**src/rtl/cache_geom_pkg.sv**
```systemverilog
`default_nettype none

package cache_geom_pkg;

    localparam int way_count   = 4;
    localparam int set_bits    = 4;
    localparam int tag_bits    = 23;
    localparam int offset_bits = 5;

    localparam int set_count = 1 << set_bits;
    localparam int line_bits = 8 << offset_bits;

    typedef logic [line_bits-1:0] line_t;
    typedef logic [1:0]           way_idx_t;
    typedef logic [set_bits-1:0]  set_idx_t;
    typedef logic [tag_bits-1:0]  tag_t;

    // bit 2 picks the half (0 -> ways 2-3), bit 1 picks in 0-1 (0 -> way 1),
    // bit 0 picks in 2-3 (0 -> way 3)
    typedef logic [2:0] plru_t;

    typedef struct packed {
        tag_t                   tag;
        set_idx_t               set;
        logic [offset_bits-1:0] offset;
    } addr_fields_t;

    // word index within a line is offset[4:2]
    typedef union packed {
        logic [31:0]  word;
        addr_fields_t f;
    } cache_addr_u;

endpackage

`default_nettype wire
```
**src/rtl/plru_tree.sv**
```systemverilog
`timescale 1ns/1ps
`default_nettype none

module plru_tree (
    input  logic                     clk,
    input  logic                     rst,
    input  cache_geom_pkg::set_idx_t set_idx,
    input  logic                     touch_en,
    input  cache_geom_pkg::way_idx_t touch_way,
    output cache_geom_pkg::way_idx_t victim
);

    import cache_geom_pkg::*;

    plru_t plru_q [set_count];
    plru_t cur;
    plru_t touched;

    assign cur = plru_q[set_idx];

    always_comb begin
        if (cur[2]) begin
            victim = cur[1] ? 2'd0 : 2'd1;
        end else begin
            victim = cur[0] ? 2'd2 : 2'd3;
        end
    end

    // point both levels of the tree away from the touched way
    always_comb begin
        touched = cur;
        case (touch_way)
            2'd0: begin
                touched[2] = 1'b0;
                touched[1] = 1'b0;
            end
            2'd1: begin
                touched[2] = 1'b0;
                touched[1] = 1'b1;
            end
            2'd2: begin
                touched[2] = 1'b1;
                touched[0] = 1'b0;
            end
            default: begin
                touched[2] = 1'b1;
                touched[0] = 1'b1;
            end
        endcase
    end

    always_ff @(posedge clk) begin
        if (rst) begin
            for (int s = 0; s < set_count; s++) begin
                plru_q[s] <= '0;
            end
        end else if (touch_en) begin
            plru_q[set_idx] <= touched;
        end
    end

endmodule

`default_nettype wire

```
**config.mk**
```make
export PLATFORM = sky130hd
export DESIGN_NAME = plru_tree
export DESIGN_NICKNAME = d
export VERILOG_FILES = /design/src/rtl/cache_geom_pkg.sv /design/src/rtl/plru_tree.sv
export SDC_FILE = /design/constraint.sdc
export NUM_CORES = 1
export LEC_CHECK = 0
export BUFFER_PORTS_ARGS = -buffer_cell sky130_fd_sc_hd__buf_2
export CORE_UTILIZATION = 60
export DETAILED_ROUTE_END_ITERATION = 8
export PLACE_DENSITY = 0.85
export SLEW_MARGIN = 20
export SYNTH_ARGS = -nofsm -noshare
export SYNTH_HDL_FRONTEND = slang
export SYNTH_SLANG_ARGS = --single-unit
```
**constraint.sdc**
```tcl
create_clock -name clk -period 3 [get_ports clk]
set_input_delay 0.45 -clock clk [delete_from_list [all_inputs] [get_ports clk]]
set_output_delay 0.45 -clock clk [all_outputs]
set_load 0.01 [all_outputs]
```
* Word-level counts from Yosys, hierarchy flattened
Memory sizes are Yosys's and may differ from the RTL's.
Index checks and enable logic that the tools add are counted.
** Word-level totals
- Register bits :: 0
- RAM bits :: 48
- Memories :: 1
** Cells by class
- Equality and inequality tests :: 2
- Multiplexer cells :: 14
- Reduce and logical (&&, ||, !) cells :: 3
** Memories
- plru_q :: depth 16, width 3, read ports 1, clocked after Yosys merged registers in 0, write ports 16, line plru_tree.sv:15 : plru_t plru_q [set_count];
** Operators by type and width (count)
- $mux 1 :: 9
- $mux 4 :: 1
- $pmux 1 s2 :: 2
- $mux 3 :: 1
- $reduce_or 3->1 :: 1
- $eq 2x1->1 const B :: 1
- $eq 2x2->1 const B :: 1
- $logic_not 2->1 :: 1
- $mux 2 :: 1
- $reduce_or 2->1 :: 1

* Logic depth before layout (Yosys ltp)
Gate-level depths: netlist of the first run.
- Depth after elaboration :: 5
- Depth in mapped cells :: 7
- Depth with buffers taken out :: 5

* Least setup slack after synthesis of the first run
No wires, ideal clock.
- Path type :: input to output
- Start :: input set_idx[2]
- End :: output victim[0]
- Data arrival time :: 1.759 ns
- Required time :: 2.550 ns
- Path slack :: 0.791 ns
- Cell stages on the path :: 6
- Path buffers :: 2
- Cell sequence :: buf_6 -> bufbuf_8 -> and2b_1 -> a22oi_1 -> and3_1 -> mux2_2
** Between the ends
- Longest elaborated chain between the ends :: 3
** RTL lines
- from (decl) :: line plru_tree.sv:7 : input cache_geom_pkg::set_idx_t set_idx,
- $mem_v2 16x3 (*)
- $mux 1 (on tied branches) :: line plru_tree.sv:25, plru_tree.sv:23
- $mux 2 (*) :: line plru_tree.sv:22 : if (cur[2]) begin
- to (decl) :: line plru_tree.sv:10 : output cache_geom_pkg::way_idx_t victim
Every way passes the cells marked *; elsewhere a longest branch is shown, timed or not.

* Final worst setup path of the first run
- Start :: input set_idx[3]
- End :: output victim[0]
The elaborated chain is that of the path after synthesis.

==> results of run 1 <==
-- worst register-to-register path, stage by stage (launching register included) --
cell and delay, ns:
edfxtp_1 0.40, mux4_2 0.49, nor2_2 0.13, a311oi_2 0.07, o31ai_4 0.21, buf_4 0.27, nor2_1 0.10
-- metal layers --
metal	up-vias	GRT usage (%)	part of all wire [%]
met2	89	45.7	55
met3	12	7.24	7.3
met4	0	12.2	1.8
li1	706	-	-
met1	746	32.3	36
met5	-	0	0
-- area by class of cell --
class / instances / area [um2] / share of cell area [%]
flip-flops and latches: 48 / 1440 / 56.4
clock inverters: 3 / 13.8 / 0.539
repair buffers: 13 / 72.6 / 2.84
multi-input cells: 132 / 886 / 34.7
inverters: 3 / 11.3 / 0.441
clock buffers: 5 / 68.8 / 2.69
well taps: 48 / 60.1 / 2.35
-- synth_stat cells (3+ instances only) --
cell type and count:
nor2_1 51, edfxtp_1 48, nand2b_1 19, nand2_1 14
mux4_2 8, mux2i_1 6, buf_6 5, nand3_1 5
inv_1 3, nor2_2 3, nor2b_1 3
-- power by group --
group          internal, mW  leakage (nW)  switching [mW]  total (mW)
logic                0.0597         0.393          0.0980       0.158
registers             0.767         0.482          0.0121       0.779
clock network         0.158        0.0453           0.206       0.364
total                 0.985         0.920           0.316        1.30
-- per-stage QoR --
step	utilization, %	hold WS [ns]	setup slack [ns]	total power, mW
2_1_floorplan	-	0.664	0.791	0.908
3_3_place_gp	65.5	0.879	0.470	0.938
3_5_place_dp	65.5	0.895	0.418	0.948
4_1_cts	67.7	0.564	0.403	1.31
5_1_grt	67.7	0.580	0.293	1.34
6_report	67.7	0.579	0.373	1.30
-- how the worst max path moves through the flow --
stage	from	slack, ns	endpoint	cells past startpoint
after CTS	set_idx[0]	0.40	victim[0]	6
after floorplan	set_idx[2]	0.79	victim[0]	6
after detailed placement	set_idx[0]	0.42	victim[0]	6
after global placement	set_idx[0]	0.47	victim[0]	6
after global routing	set_idx[3]	0.29	victim[0]	7
final	set_idx[3]	0.37	victim[0]	7
-- kinds of logic (layout without fill, tap and decap cells) --
family,Yosys count,count (layout),share of synthesized area [%]
simple gates,103,103,19.5
compound gates,12,12,5.54
buf+inv,14,24,4.66
flops,48,48,59.0
mux,17,17,11.2
==> metrics, run 1 <==
status finished clean; post-synth cell types 29; hold path startpoint touch_way[0]; Final Non-Filler Cells 252; Crit Path Class in -> out; final setup fails 0; Critical Path Source Type primary input; Core ar. 3770 um2; R2R Setup Slk 1.08 ns; EDFF count, synth 48; Final Critical Period 2.63 ns; cts hold-fix bufs 0; Post-CTS Resized 0; Yosys reg bits 48; CTS max path bufs 2; Post-DRT Antenna Nets 0; clock-pin slew on the worst setup and hold paths 0.09 ns; Hold Path Depth 3; ANT cells 0; leakage power 0.920 nW; chip width 65.8 um; final instance area 2550 um2; top_reg_cell synth edfxtp_1; GRT Total Usage 27.1%; slowest cell on the critical path buf_2; worst-path fanout max 20; min-delay worst type in -> reg; Layout Nets 212; drt initial violations 139; DIE AREA 4330 um2; Slew Limit Fails 0; most used cell, CP buf_2; RSZ-0062 raised after global routing no; most frequent cells in the layout 51 x nor2_1, 48 x edfxtp_1, 19 x nand2b_1, 14 x nand2_1, 10 x buf_2; Largest regs plru_q: 48 flops; Synth Instances 194; first-pass GRT wire length 8160 um; YS warnings 0; Cell Area, Synth 2440 um2; final setup TNS 0 ns; Placement Cell Area 2470 um2; slowest cell delay on critical path 0.41 ns; CTS H-tree lvls 2; Largest register FFs 48; PwrDens 510 nW/um2; Tightest Pin Transition 0.636 ns; WP data arrival 2.18 ns; Worst Hold Endpoint plru_q[12][1]$_SDFFCE_PN0P_; CP required 2.55 ns; Fmax achieved 381 MHz; # Post-CTS Setup Buffers 0; average wire per standard cell 20.4 um; initial antenna violation count 0; Clock Skew 0.0107 ns; worst path cell trace buf_2 -> mux2i_1 -> a221o_1 -> a21oi_2 -> nor2_1 -> mux2_2 -> buf_2; largest area contributor in the netlist edfxtp_1; Num Clock Sinks 48; Layout Area Growth over Synthesis 4.61%; IO buf count 10; drt drc 0; delay-heaviest family, CP compound AO/OA/AOI/OAI gates; CTS buffer count 5; Placed Cells 244; share of the synthesized area in the top cell type 59.0%; Initial Utilization 64.7%; most common cell after layout, fill and taps aside nor2_1; CTS tree done; r2r startpoint plru_q[13][1]$_SDFFCE_PN0P_; maxcap violations 0; post-DP HPWL 3570 um; Top-Level Pins 11; routability cong. 0.831; fraction of registers with async set/reset 0%; Most flops, register plru_q; via count 1,553; Seq/Total Area, Yosys 59.0%; Clock Latency Late Sink 0.30 ns; Core Rows 22; Synthesized Nets 203; Worst slew margin 57.6%; Worst setup EP type output pin; Peak VDD IR 330 uV; vias in the first global route 1,662; worst path bufs/invs 2; syn_area_per_cell 12.6 um2; top cells by area, synth edfxtp_1 59%, nor2_1 7.8%, mux4_2 7.4%; fin crit share 87.6%; first-pass detailed-route iteration total 4; layout cells sized above 1 19.1%; total grt overflow 0; Die Y 65.8 um; worst reg2reg path endpoint plru_q[13][1]$_SDFFCE_PN0P_; Hold Fails Final Rpt 0; largest net degree at the start of global routing 21; CTS root buffer clkbuf_8; Worst Reg2Reg Path Length in Cells 6; vias per inst 6.16; # fillers 259; final wirelength 5130 um
No activity file was read; power rests on OpenSTA's default activity.
==> run 2: changes to the inputs <==
CELL_PAD_IN_SITES_DETAIL_PLACEMENT = 2   (was unset)
CELL_PAD_IN_SITES_GLOBAL_PLACEMENT = 2   (was unset)
CORE_UTILIZATION = 38   (was 60)
PLACE_DENSITY = 0.81   (was 0.85)
clock period = 2.3 ns   (was 3 ns; I/O delays follow)
==> metrics, run 2 (synthesized netlist as in run 1, its figures left out) <==
Worst setup EP type output pin (unchanged); Hold Fails Final Rpt 0 (unchanged); leakage power 1.01 nW (was 0.920 nW); Hold Path Depth 2 (was 3); Placement Cell Area 2630 um2 (was 2470 um2); largest net degree at the start of global routing 18 (was 21); DIE AREA 6750 um2 (was 4330 um2); routability cong. 0.774 (was 0.831); Core Rows 28 (was 22); Post-DRT Antenna Nets 0 (unchanged); RSZ-0062 raised after global routing yes (was no); CTS H-tree lvls 2 (unchanged); Slew Limit Fails 0 (unchanged); CTS root buffer clkbuf_8 (unchanged); Layout Area Growth over Synthesis 12.9% (was 4.61%); Clock Skew 0.00888 ns (was 0.0107 ns); fin util 45.5% (was 67.7%); IO buf count 10 (unchanged); maxcap violations 0 (unchanged); slowest cell delay on critical path 0.51 ns (was 0.41 ns); total power draw 1.90 mW (was 1.30 mW); Fin Hold WS 0.468 ns (was 0.579 ns); post-DP HPWL 4860 um (was 3570 um); Layout Nets 223 (was 212); chip width 82.2 um (was 65.8 um); Most flops, register plru_q (unchanged); Top-Level Pins 11 (unchanged); most frequent cells in the layout 51 x nor2_1, 48 x edfxtp_1, 19 x nand2b_1, 14 x nand2_1, 11 x buf_4 (was 51 x nor2_1, 48 x edfxtp_1, 19 x nand2b_1, 14 x nand2_1, 10 x buf_2); average wire per standard cell 23.2 um (was 20.4 um); status finished with violations (was finished clean); CTS tree done (unchanged); worst path cell trace mux4_2 -> a22oi_2 -> and3_4 -> mux2_4 -> buf_6 (was buf_2 -> mux2i_1 -> a221o_1 -> a21oi_2 -> nor2_1 -> mux2_2 -> buf_2); Levels on crit path 5 (was 7); Critical Path Source Type flop (was primary input); drt drc 0 (unchanged); via count 1,600 (was 1,553); Peak VDD IR 269 uV (was 330 uV); initial antenna violation count 0 (unchanged); vias in the first global route 1,816 (was 1,662); layout cells sized above 1 24.2% (was 19.1%); slowest cell on the critical path mux4_2 (was buf_2); dpl ws -0.0374 ns (was 0.418 ns); Initial Utilization 40.3% (was 64.7%); ANT cells 0 (unchanged); Clock Latency Late Sink 0.31 ns (was 0.30 ns); min-delay worst type in -> reg (unchanged); most common cell after layout, fill and taps aside nor2_1 (unchanged); Worst Reg2Reg Path Length in Cells 6 (unchanged); fin crit share 104%; R2R Setup Slk 0.42 ns (was 1.08 ns); vias per inst 5.52 (was 6.16); first-pass GRT wire length 10,300 um (was 8160 um); final setup fails 1 (was 0); Num Clock Sinks 48 (unchanged); drt initial violations 57 (was 139); total grt overflow 0 (unchanged); CTS max path bufs 2 (unchanged); Largest regs plru_q: 48 flops (unchanged); CP required 1.96 ns (was 2.55 ns); Crit Path Class reg -> out (was in -> out); CTS buffer count 5 (unchanged); WP data arrival 2.04 ns (was 2.18 ns); Tightest Pin Transition 0.685 ns (was 0.636 ns); final instance area 2760 um2 (was 2550 um2); worst path bufs/invs 1 (was 2); Worst slew margin 54.2% (was 57.6%); Final Critical Period 2.39 ns; final wirelength 6730 um (was 5130 um); delay-heaviest family, CP multiplexers (was compound AO/OA/AOI/OAI gates); Core ar. 6060 um2 (was 3770 um2); worst-path fanout max 2 (was 20); GRT Total Usage 22.7% (was 27.1%); Fmax achieved 419 MHz; PwrDens 689 nW/um2 (was 510 nW/um2); fin worst setup slack -0.0889 ns (was 0.373 ns); first-pass detailed-route iteration total 4 (unchanged); Largest register FFs 48 (unchanged); failing checks negative setup slack; clock-pin slew on the worst setup and hold paths 0.09 ns (about the same); Die Y 82.2 um (was 65.8 um)
[run 2: worst paths after layout]
| check | end | start |
|---|---|---|
| max | victim[0] | plru_q[6][2]$_SDFFCE_PN0P_ |
| min | plru_q[12][1]$_SDFFCE_PN0P_ | touch_way[1] |
| max reg2reg | plru_q[13][0]$_SDFFCE_PN0P_ | plru_q[6][0]$_SDFFCE_PN0P_ |
| min reg2reg | plru_q[12][0]$_SDFFCE_PN0P_ | plru_q[4][0]$_SDFFCE_PN0P_ |
[run 2: power by group]
part / internal (mW) / switching (mW) / total (mW)
combinational: 0.110 / 0.143 / 0.253
clock: 0.323 / 0.304 / 0.626
sequential: 1.00 / 0.0192 / 1.02
[run 2: repair_timing]
action	4_1_cts	5_1_grt
buffers inserted	0	0
hold buffers	0	0
setup endpoints to repair	1	1
pin swaps	1	1
gates resized for setup	2	2
cloned	0	0
[run 2: stage by stage]
step | TNS, ns | std cells
2_1_floorplan | 0 | 194
3_3_place_gp | 0 | 282
3_5_place_dp | -0.0374 | 282
4_1_cts | -0.126 | 290
5_1_grt | -0.128 | 290
6_report | -0.0889 | 290
[run 2: metal layers]
metal | vias up | track usage, % | part of all wire (%)
li1 | 730 | - | -
met1 | 820 | 25.6 | 41
met5 | - | 0 | 0
met4 | 0 | 13.5 | 3.8
met2 | 35 | 39.2 | 52
met3 | 15 | 4.95 | 3.2
[run 2: cell type report]
class	count	area [um2]
flip-flops and latches	48	1440
inverters	3	11.3
fillers	619	3300
repair buffers	24	199
clock inverters	3	42.5
clock buffers	5	68.8
multi-input cells	132	900
well taps	75	93.8
